`src/hw/fetch_macros.svh`:
```
`ifndef FETCH_MACROS_SVH
`define FETCH_MACROS_SVH

// address and line geometry
`define FETCH_ADDR_BITS    32
`define FETCH_LINE_BYTES   16
`define FETCH_LINE_BITS    (`FETCH_LINE_BYTES * 8)

// buffer holds two halves, each one even/odd pair
`define FETCH_SLOTS        4
`define FETCH_HALVES       (`FETCH_SLOTS / 2)
`define FETCH_WINDOW_BYTES (`FETCH_SLOTS * `FETCH_LINE_BYTES)
`define FETCH_WINDOW_BITS  (`FETCH_WINDOW_BYTES * 8)

// byte pointer into the window, bit 5 picks the half
`define FETCH_BIP_BITS     6
`define FETCH_PAIR_LSB     5

// longest instruction decode can report
`define FETCH_MAX_LEN      15

`endif

```
`src/hw/fetch_pkg.sv`:
```
`include "fetch_macros.svh"

package fetch_pkg;

    // byte address of the fetch stream
    typedef logic [`FETCH_ADDR_BITS-1:0] fetch_addr_t;

    // one 16-byte line, byte 0 in bits 7:0
    typedef logic [`FETCH_LINE_BITS-1:0] line_t;

    // packet to decode, same byte order as a line
    typedef logic [`FETCH_LINE_BITS-1:0] packet_t;

    // 32-byte aligned pair, address bits 31:5
    typedef logic [`FETCH_ADDR_BITS-1:`FETCH_PAIR_LSB] pair_addr_t;

    // pointer into the 64-byte window
    // bit 5 is the half, bit 4 even or odd line
    typedef logic [`FETCH_BIP_BITS-1:0] bip_t;

    // decode length, wide enough for the longest instruction
    typedef logic [$clog2(`FETCH_MAX_LEN + 1)-1:0] len_t;

endpackage

```
`src/hw/fetch_aligner.sv`:
```
`timescale 1ns/100ps
`include "fetch_macros.svh"

module fetch_aligner (
    input  logic                   clk,
    input  logic                   reset_i,

    // flush and restart address
    input  logic                   flush_i,
    input  fetch_pkg::fetch_addr_t flush_addr_i,

    // any raw redirect this cycle
    input  logic                   redirect_any_i,

    // buffer slots
    input  fetch_pkg::line_t [`FETCH_SLOTS-1:0] slot_line_i,
    input  logic [`FETCH_SLOTS-1:0]             slot_valid_i,

    // decode side
    input  fetch_pkg::len_t        length_i,
    input  logic                   stall_i,
    output fetch_pkg::packet_t     packet_o,
    output fetch_pkg::fetch_addr_t packet_addr_o,
    output logic                   packet_valid_o,

    // half release to the buffer
    output logic                   release_o,
    output logic                   release_half_o
);

    fetch_pkg::fetch_addr_t fip_q;
    fetch_pkg::fetch_addr_t fip_next;
    fetch_pkg::bip_t        bip;
    logic [1:0]             cur_slot;
    logic [1:0]             next_slot;
    logic [2*`FETCH_WINDOW_BITS-1:0] window2;
    logic                   lines_valid;
    logic                   consume;

    //////////////////////////////
    // pointer and slot lookup
    //////////////////////////////

    assign bip       = fip_q[`FETCH_BIP_BITS-1:0];
    assign cur_slot  = bip[`FETCH_BIP_BITS-1 -: 2];

    // wraps from slot 3 back to slot 0
    assign next_slot = cur_slot + 2'd1;

    // packet may reach into the following line
    assign lines_valid = slot_valid_i[cur_slot] & slot_valid_i[next_slot];

    // a redirect cycle never hands out a packet
    assign packet_valid_o = lines_valid & ~redirect_any_i;

    //////////////////////////////
    // rotation
    //////////////////////////////

    // window doubled so the select wraps around the top
    assign window2  = {slot_line_i, slot_line_i};
    assign packet_o = window2[{bip, 3'b000} +: `FETCH_LINE_BITS];

    assign packet_addr_o = fip_q;

    //////////////////////////////
    // advance and release
    //////////////////////////////

    assign consume  = packet_valid_o & ~stall_i;
    assign fip_next = fip_q + fetch_pkg::fetch_addr_t'(length_i);

    // bit 5 flips when the pointer crosses into the other half
    assign release_o      = consume & (fip_next[`FETCH_PAIR_LSB] != fip_q[`FETCH_PAIR_LSB]);
    assign release_half_o = fip_q[`FETCH_PAIR_LSB];

    always_ff @(posedge clk) begin
        if (reset_i) begin
            fip_q <= '0;
        end else if (flush_i) begin
            fip_q <= flush_addr_i;
        end else if (consume) begin
            fip_q <= fip_next;
        end
    end

endmodule

```
`src/hw/fetch_ibuff.sv`:
```
`timescale 1ns/100ps
`include "fetch_macros.svh"

module fetch_ibuff (
    input  logic                   clk,
    input  logic                   reset_i,

    // flush from the fetcher
    input  logic                   flush_i,

    // refill, one pair per strobe
    input  logic                   fill_strobe_i,
    input  logic                   fill_half_i,
    input  fetch_pkg::line_t       fill_even_i,
    input  fetch_pkg::line_t       fill_odd_i,

    // release from the aligner
    input  logic                   release_i,
    input  logic                   release_half_i,

    // slot contents
    output fetch_pkg::line_t [`FETCH_SLOTS-1:0] slot_line_o,
    output logic [`FETCH_SLOTS-1:0]             slot_valid_o,
    output logic [`FETCH_HALVES-1:0]            half_valid_o
);

    fetch_pkg::line_t [`FETCH_SLOTS-1:0] line_q;
    logic [`FETCH_SLOTS-1:0]             valid_q;

    //////////////////////////////
    // line storage
    //////////////////////////////

    // even line to slot 2h, odd line to slot 2h+1
    always_ff @(posedge clk) begin
        if (fill_strobe_i) begin
            line_q[{fill_half_i, 1'b0}] <= fill_even_i;
            line_q[{fill_half_i, 1'b1}] <= fill_odd_i;
        end
    end

    //////////////////////////////
    // valid bits
    //////////////////////////////

    always_ff @(posedge clk) begin
        if (reset_i) begin
            valid_q <= '0;
        end else if (flush_i) begin
            // flush beats fill and release
            valid_q <= '0;
        end else begin
            for (int h = 0; h < `FETCH_HALVES; h++) begin
                if (release_i && (release_half_i == h[0])) begin
                    valid_q[2*h]   <= 1'b0;
                    valid_q[2*h+1] <= 1'b0;
                end else if (fill_strobe_i && (fill_half_i == h[0])) begin
                    valid_q[2*h]   <= 1'b1;
                    valid_q[2*h+1] <= 1'b1;
                end
            end
        end
    end

    // half counts as busy while any of its lines is held
    always_comb begin
        for (int h = 0; h < `FETCH_HALVES; h++) begin
            half_valid_o[h] = valid_q[2*h] | valid_q[2*h+1];
        end
    end

    assign slot_line_o  = line_q;
    assign slot_valid_o = valid_q;

endmodule

```
`src/hw/fetch_line_fetcher.sv`:
```
`timescale 1ns/100ps
`include "fetch_macros.svh"

module fetch_line_fetcher (
    input  logic                   clk,
    input  logic                   reset_i,

    // redirect sources
    input  logic                   init_i,
    input  fetch_pkg::fetch_addr_t init_addr_i,
    input  logic                   resteer_i,
    input  fetch_pkg::fetch_addr_t resteer_addr_i,
    input  logic                   branch_taken_i,
    input  fetch_pkg::fetch_addr_t branch_target_i,

    // occupancy from the buffer
    input  logic [`FETCH_HALVES-1:0] half_valid_i,

    // instruction memory
    input  logic                   imem_ack_i,
    input  fetch_pkg::line_t       imem_even_line_i,
    input  fetch_pkg::line_t       imem_odd_line_i,
    output logic                   imem_req_o,
    output fetch_pkg::pair_addr_t  imem_pair_addr_o,

    // flush to buffer and aligner
    output logic                   flush_o,
    output fetch_pkg::fetch_addr_t flush_addr_o,

    // refill to buffer
    output logic                   fill_strobe_o,
    output logic                   fill_half_o,
    output fetch_pkg::line_t       fill_even_o,
    output fetch_pkg::line_t       fill_odd_o
);

    logic                   redirect;
    fetch_pkg::fetch_addr_t redirect_addr;
    fetch_pkg::pair_addr_t  pair_q;
    logic                   half_q;
    logic                   active_q;
    logic                   busy_q;
    logic                   stale_q;
    logic                   req;
    logic                   fill_ok;

    //////////////////////////////
    // redirect select
    //////////////////////////////

    assign redirect = init_i | resteer_i | branch_taken_i;

    // init wins, then resteer, then taken branch
    always_comb begin
        if (init_i) begin
            redirect_addr = init_addr_i;
        end else if (resteer_i) begin
            redirect_addr = resteer_addr_i;
        end else begin
            redirect_addr = branch_target_i;
        end
    end

    assign flush_o      = redirect;
    assign flush_addr_o = redirect_addr;

    //////////////////////////////
    // request and return
    //////////////////////////////

    // one request at a time, only into a free half
    assign req = active_q & ~busy_q & ~redirect & ~half_valid_i[half_q];

    // responses to a flushed request are thrown away
    assign fill_ok = imem_ack_i & busy_q & ~stale_q & ~redirect;

    assign imem_req_o       = req;
    assign imem_pair_addr_o = pair_q;

    assign fill_strobe_o = fill_ok;
    assign fill_half_o   = half_q;
    assign fill_even_o   = imem_even_line_i;
    assign fill_odd_o    = imem_odd_line_i;

    always_ff @(posedge clk) begin
        if (reset_i) begin
            active_q <= 1'b0;
            busy_q   <= 1'b0;
            stale_q  <= 1'b0;
        end else begin
            // idle until the first redirect
            if (redirect) begin
                active_q <= 1'b1;
            end

            if (req) begin
                busy_q <= 1'b1;
            end else if (imem_ack_i) begin
                busy_q <= 1'b0;
            end

            if (imem_ack_i) begin
                stale_q <= 1'b0;
            end else if (redirect && busy_q) begin
                stale_q <= 1'b1;
            end
        end
    end

    //////////////////////////////
    // pair sequencing
    //////////////////////////////

    always_ff @(posedge clk) begin
        if (reset_i) begin
            pair_q <= '0;
            half_q <= 1'b0;
        end else if (redirect) begin
            pair_q <= redirect_addr[`FETCH_ADDR_BITS-1:`FETCH_PAIR_LSB];
            half_q <= redirect_addr[`FETCH_PAIR_LSB];
        end else if (fill_ok) begin
            // next pair lands in the other half
            pair_q <= pair_q + 1'b1;
            half_q <= ~half_q;
        end
    end

endmodule

```
`src/hw/fetch_top.sv`:
```
`timescale 1ns/100ps
`include "fetch_macros.svh"

module fetch_top (
    input  logic                   clk,
    input  logic                   reset_i,

    // redirect sources
    input  logic                   init_i,
    input  fetch_pkg::fetch_addr_t init_addr_i,
    input  logic                   resteer_i,
    input  fetch_pkg::fetch_addr_t resteer_addr_i,
    input  logic                   branch_taken_i,
    input  fetch_pkg::fetch_addr_t branch_target_i,

    // instruction memory
    input  logic                   imem_ack_i,
    input  fetch_pkg::line_t       imem_even_line_i,
    input  fetch_pkg::line_t       imem_odd_line_i,
    output logic                   imem_req_o,
    output fetch_pkg::pair_addr_t  imem_pair_addr_o,

    // decode
    input  fetch_pkg::len_t        length_i,
    input  logic                   stall_i,
    output fetch_pkg::packet_t     packet_o,
    output fetch_pkg::fetch_addr_t packet_addr_o,
    output logic                   packet_valid_o
);

    logic                   flush;
    fetch_pkg::fetch_addr_t flush_addr;
    logic                   redirect_any;
    logic                   fill_strobe;
    logic                   fill_half;
    fetch_pkg::line_t       fill_even;
    fetch_pkg::line_t       fill_odd;
    logic                   release_strobe;
    logic                   release_half;
    logic [`FETCH_HALVES-1:0]            half_valid;
    fetch_pkg::line_t [`FETCH_SLOTS-1:0] slot_line;
    logic [`FETCH_SLOTS-1:0]             slot_valid;

    // only masks packet valid, the flush itself comes from the fetcher
    assign redirect_any = init_i | resteer_i | branch_taken_i;

    fetch_line_fetcher fetch_line_fetcher_inst (
        .clk              (clk),
        .reset_i          (reset_i),
        .init_i           (init_i),
        .init_addr_i      (init_addr_i),
        .resteer_i        (resteer_i),
        .resteer_addr_i   (resteer_addr_i),
        .branch_taken_i   (branch_taken_i),
        .branch_target_i  (branch_target_i),
        .half_valid_i     (half_valid),
        .imem_ack_i       (imem_ack_i),
        .imem_even_line_i (imem_even_line_i),
        .imem_odd_line_i  (imem_odd_line_i),
        .imem_req_o       (imem_req_o),
        .imem_pair_addr_o (imem_pair_addr_o),
        .flush_o          (flush),
        .flush_addr_o     (flush_addr),
        .fill_strobe_o    (fill_strobe),
        .fill_half_o      (fill_half),
        .fill_even_o      (fill_even),
        .fill_odd_o       (fill_odd)
    );

    fetch_ibuff fetch_ibuff_inst (
        .clk            (clk),
        .reset_i        (reset_i),
        .flush_i        (flush),
        .fill_strobe_i  (fill_strobe),
        .fill_half_i    (fill_half),
        .fill_even_i    (fill_even),
        .fill_odd_i     (fill_odd),
        .release_i      (release_strobe),
        .release_half_i (release_half),
        .slot_line_o    (slot_line),
        .slot_valid_o   (slot_valid),
        .half_valid_o   (half_valid)
    );

    fetch_aligner fetch_aligner_inst (
        .clk            (clk),
        .reset_i        (reset_i),
        .flush_i        (flush),
        .flush_addr_i   (flush_addr),
        .redirect_any_i (redirect_any),
        .slot_line_i    (slot_line),
        .slot_valid_i   (slot_valid),
        .length_i       (length_i),
        .stall_i        (stall_i),
        .packet_o       (packet_o),
        .packet_addr_o  (packet_addr_o),
        .packet_valid_o (packet_valid_o),
        .release_o      (release_strobe),
        .release_half_o (release_half)
    );

endmodule

```
`config.mk`:
```
export PLATFORM = sky130hd
export DESIGN_NAME = fetch_top
export DESIGN_NICKNAME = d
export VERILOG_FILES = /design/src/hw/fetch_pkg.sv /design/src/hw/fetch_aligner.sv /design/src/hw/fetch_ibuff.sv /design/src/hw/fetch_line_fetcher.sv /design/src/hw/fetch_top.sv
export VERILOG_INCLUDE_DIRS = /design/src /design/src/hw
export SDC_FILE = /design/constraint.sdc
export NUM_CORES = 2
export LEC_CHECK = 0
export BUFFER_PORTS_ARGS = -buffer_cell sky130_fd_sc_hd__clkbuf_2
export CORE_MARGIN = 2
export CORE_UTILIZATION = 40
export CTS_CLUSTER_DIAMETER = 120
export CTS_CLUSTER_SIZE = 25
export DETAILED_ROUTE_END_ITERATION = 8
export PLACE_DENSITY = 0.6
export SYNTH_ARGS = -nofsm -noshare
export SYNTH_HDL_FRONTEND = slang
export SYNTH_SLANG_ARGS = --single-unit
export TNS_END_PERCENT = 50
```
`constraint.sdc`:
```
create_clock -name clk -period 37.8 [get_ports clk]
set_clock_uncertainty 0.2 [all_clocks]
set_input_delay 3.78 -clock clk [delete_from_list [all_inputs] [get_ports clk]]
set_output_delay 3.78 -clock clk [all_outputs]
set_load 0.02 [all_outputs]
```
==> impl_table.tex <==
\begin{tabular}{lr}
\hline
Metric & Value \\
\hline
\multicolumn{2}{l}{\textbf{CTS}} \\
\quad Post-CTS setup buffer count & 0 \\
\quad Cts hold-fix bufs & 0 \\
\quad Clock transition at the registers of the reported paths & 0.11 ns \\
\quad Root buffer selected by CTS & clkbuf\_16 \\
\quad H-tree depth & 1 \\
\quad Clock network latency to the later pin of the worst-skew pair & 0.70 ns \\
\quad Clock sink count & 577 \\
\quad Clock tree from TritonCTS & done \\
\quad Maximum count of clock buffers along a single path & 3 \\
\quad CTS buffer count & 30 \\
\quad Gates resized, CTS repair & 0 \\
\multicolumn{2}{l}{\textbf{Timing}} \\
\quad Headroom to the max-slew limit & 1.83\% \\
\quad Least-Margin Pin Slew & 1.46 ns \\
\quad Final clock period utilization by the worst path & 30.6\% \\
\quad Minimum setup slack in the final design & 26.22 ns \\
\quad Aggregate negative setup slack & 0 ns \\
\quad Hold\_ws & 0.283 ns \\
\quad RSZ-0062 raised after global routing & no \\
\quad Final slew viol count & 0 \\
\quad Final hold violation count & 0 \\
\quad Highest Clock Rate & 86.4 MHz \\
\quad Count of final setup violators & 0 \\
\quad Final Critical Period & 11.58 ns \\
\multicolumn{2}{l}{\textbf{Synth}} \\
\quad Largest cells by area after synthesis & edfxtp\_1 30\%, mux4\_2 21\%, mux2i\_1 8.7\%, mux2\_2 4.3\%, nand2\_1 3.1\% \\
\quad Total nets after synthesis & 4936 \\
\quad Synth cell count leaders & 512 x edfxtp\_1, 494 x mux4\_2, 449 x mux2i\_1 \\
\quad Portion of synthesized cell area occupied by the leading cell type & 29.6\% \\
\quad Most common flop cell mapped by yosys & edfxtp\_1 \\
\quad Mapped Cells & 4566 \\
\quad Register bit total from synthesis & 577 \\
\quad Cell Area, Synth & 51900 um\^{}2 \\
\quad Total of warnings raised by yosys & 0 \\
\quad Post-synth ARST share & 0\% \\
\quad Top-count cell post-synth & edfxtp\_1 \\
\quad Cell type with the highest aggregate area in the netlist & edfxtp\_1 \\
\quad Mean post-synth cell area & 11.4 um\^{}2 \\
\quad Proportion of synthesized chip area in sequential cells & 32.1\% \\
\quad Distinct cells, synth & 98 \\
\quad Number of synthesized flops with an enable pin & 512 \\
\multicolumn{2}{l}{\textbf{Placement}} \\
\quad Input/output buffers & 551 \\
\quad Worst setup timing slack at the placement stage & 27.20 ns \\
\quad Post-detailed-placement cell area & 55100 um\^{}2 \\
\quad Placed wire-length estimate after detailed placement & 181000 um \\
\quad Cell count after placement & 6503 \\
\quad Weighted congestion reported at the end of routability-driven placement & 1.06 \\
\multicolumn{2}{l}{\textbf{Drt}} \\
\quad Vias per cell & 7.20 \\
\quad Antenna Nets Post-Route & 0 \\
\quad Via count of the routed design & 47200 \\
\quad Violation count after the first detailed-routing iteration & 7547 \\
\quad DRC violations left & 0 \\
\quad First drt pass iteration count & 9 \\
\quad Routed len/inst & 37.6 um \\
\quad Drt total wl & 246000 um \\
\multicolumn{2}{l}{\textbf{Floorplan}} \\
\quad Initial core utilization & 40.2\% \\
\quad Die boundary width & 364 um \\
\quad Placeable core region & 129000 um\^{}2 \\
\quad Num rows & 132 \\
\quad Die ar. & 133000 um\^{}2 \\
\quad Height of the die & 364 um \\
\quad Top Ports & 552 \\
\multicolumn{2}{l}{\textbf{Layout}} \\
\quad Fraction of final layout cells with drive strength greater than 1 & 30.4\% \\
\quad Non-filler cells, final & 6556 \\
\quad Area added between synthesis and finish & 8.02\% \\
\quad NumNets Final & 5163 \\
\quad Final design instance area without fill & 56100 um\^{}2 \\
\multicolumn{2}{l}{\textbf{Min path}} \\
\quad Class of the most critical hold timing path & reg -> reg \\
\quad Worst hold path cell count & 2 \\
\multicolumn{2}{l}{\textbf{Worst setup path}} \\
\quad Max Fanout on Critical Path & 71 \\
\quad Cell depth of the worst flop-to-flop path & 6 \\
\quad Critical Path Slowest Stage Cell & buf\_4 \\
\quad Crit path required time & 33.82 ns \\
\quad Crit-path cells & buf\_4 > buf\_4 > buf\_4 > buf\_4 > buf\_4 > mux2i\_1 > o2bb2ai\_1 > a221oi\_1 > o22ai\_1 > nor4\_1 > clkbuf\_2 \\
\quad Arr. time, crit path & 7.60 ns \\
\quad Crit path launch type & flop \\
\quad Kind of critical path & reg -> out \\
\quad Longest individual stage delay on the worst path & 0.89 ns \\
\quad Most common cell on crit path & buf\_4 \\
\quad Type of element capturing the critical path & output pin \\
\multicolumn{2}{l}{\textbf{Global routing}} \\
\quad Pin count of the biggest net entering global routing & 180 \\
\quad Wire length of the first global-routing pass & 341000 um \\
\quad Residual overflow from global routing & 0 \\
\quad Number of global-route vias before repair & 44100 \\
\quad Initial antenna violation count & 20 \\
\quad Combined global-route utilization of all metal layers & 35.9\% \\
\multicolumn{2}{l}{\textbf{Pwr}} \\
\quad Power density of the placed cells & 32.8 nW/um\^{}2 \\
\quad Largest voltage drop on the vdd net & 0.0335 mV \\
\quad Static Leakage & 19.7 nW \\
\multicolumn{2}{l}{\textbf{Run status}} \\
\quad Result of the run & finished, violations left \\
\quad Failing checks & capacitance limit \\
\multicolumn{2}{l}{\textbf{Flow run}} \\
\quad Max-capacitance violation count & 1 \\
\hline
\end{tabular}
-- layer usage --
layer  global-route usage (%)  vias up  share of wire (%)
met5                        0        -               0.17
met4                     18.1       38                6.3
met3                     12.3      809                 14
met2                     52.3     3902                 42
met1                     47.3    23500                 37
li1                         -    18900                  -
-- where the power goes --
group	total (mW)	internal [mW]	switching [mW]
logic	0.733	0.253	0.480
registers	0.716	0.698	0.0177
clock network	0.390	0.164	0.226
-- layout by cell type, fill, tap and decap left out, drive strengths merged, types with 11 or more instances in the layout --
cell	Yosys	final
mux4	519	519
o211ai	62	62
a31oi	32	32
a2111oi	11	11
o21ai	145	145
o221ai	25	25
edfxtp	512	512
nand2b	23	23
nor2b	155	155
and3	29	29
clkbuf	171	592
nor3	62	62
nand3	92	92
dfxtp	65	65
a21o	11	11
a2bb2oi	14	14
nor2	215	215
o21a	15	15
nand3b	14	14
a21oi	151	151
and2	150	150
buf	290	105
nor4	22	22
o2bb2ai	11	11
a22oi	117	117
mux2i	449	449
o22a	25	25
nand2	426	426
inv	28	32
o2111ai	13	13
a222oi	18	18
mux2	196	196
nand4	28	28
a211oi	64	64
or2	14	14
a221o	20	20
a221oi	48	48
a32oi	12	12
a22o	30	30
o22ai	135	135
-- path summary, 6_finish.rpt --
path,startpoint,to,slack (ns)
min,fetch_line_fetcher_inst.active_q,fetch_line_fetcher_inst.active_q,0.28
max reg2reg,fetch_aligner_inst.packet_addr_o[4],fetch_aligner_inst.packet_addr_o[27],33.28
min reg2reg,fetch_line_fetcher_inst.active_q,fetch_line_fetcher_inst.active_q,0.28
max,fetch_aligner_inst.packet_addr_o[2],packet_o[92],26.22
-- stage by stage --
| step | util (%) | power (mW) |
|---|---|---|
| 2_1_floorplan | - | 1.17 |
| 3_3_place_gp | 42.7 | 1.43 |
| 3_5_place_dp | 42.7 | 1.43 |
| 4_1_cts | 43.4 | 1.82 |
| 5_1_grt | 43.4 | 1.88 |
| 6_report | 43.4 | 1.84 |
-- area by class of cell --
| class | count | area (um^2) |
|---|---|---|
| repair buffers | 656 | 3580 |
| clock inverters | 9 | 166 |
| clock buffers | 41 | 813 |
| well taps | 1742 | 2180 |
| flip-flops and latches | 577 | 16700 |
| inverters | 29 | 126 |
| multi-input cells | 3499 | 32500 |
| fillers | 12200 | 73100 |
| diodes | 3 | 7.51 |
-- critical path, delay by kind of cell (launching register included) --
kind                   cells  cell delay [ns]
AOI/OAI and AO/OA          3             0.93
buffers and inverters      6             4.19
DFF                        1             0.62
muxes                      1             0.25
and+or+nand+nor            1             0.72
-- flip-flops by register name, summed over array words and instances, names as in the netlist --
name and count:
fetch_ibuff_inst.slot_line_o 512, fetch_ibuff_inst.slot_valid_o 2, fetch_line_fetcher_inst.fill_half_o 1, fetch_line_fetcher_inst.stale_q 1, fetch_line_fetcher_inst.busy_q 1, fetch_aligner_inst.packet_addr_o 32, fetch_line_fetcher_inst.imem_pair_addr_o 27, fetch_line_fetcher_inst.active_q 1
-- kinds of logic (layout without fill, tap and decap cells) --
group / Yosys count / in the layout / share of synthesized area (%)
xor gates and xnor gates: 5 / 5 / 0.0843
DFF: 577 / 577 / 32.1
muxes: 1164 / 1164 / 35.6
AOI/OAI and AO/OA: 1050 / 1050 / 14.4
adders and majority gates: 7 / 7 / 0.183
and+or+nand+nor: 1273 / 1273 / 12.1
buffers and inverters: 490 / 735 / 5.52
other: 0 / 3 / 0
Power figures use the tool's default switching activity.
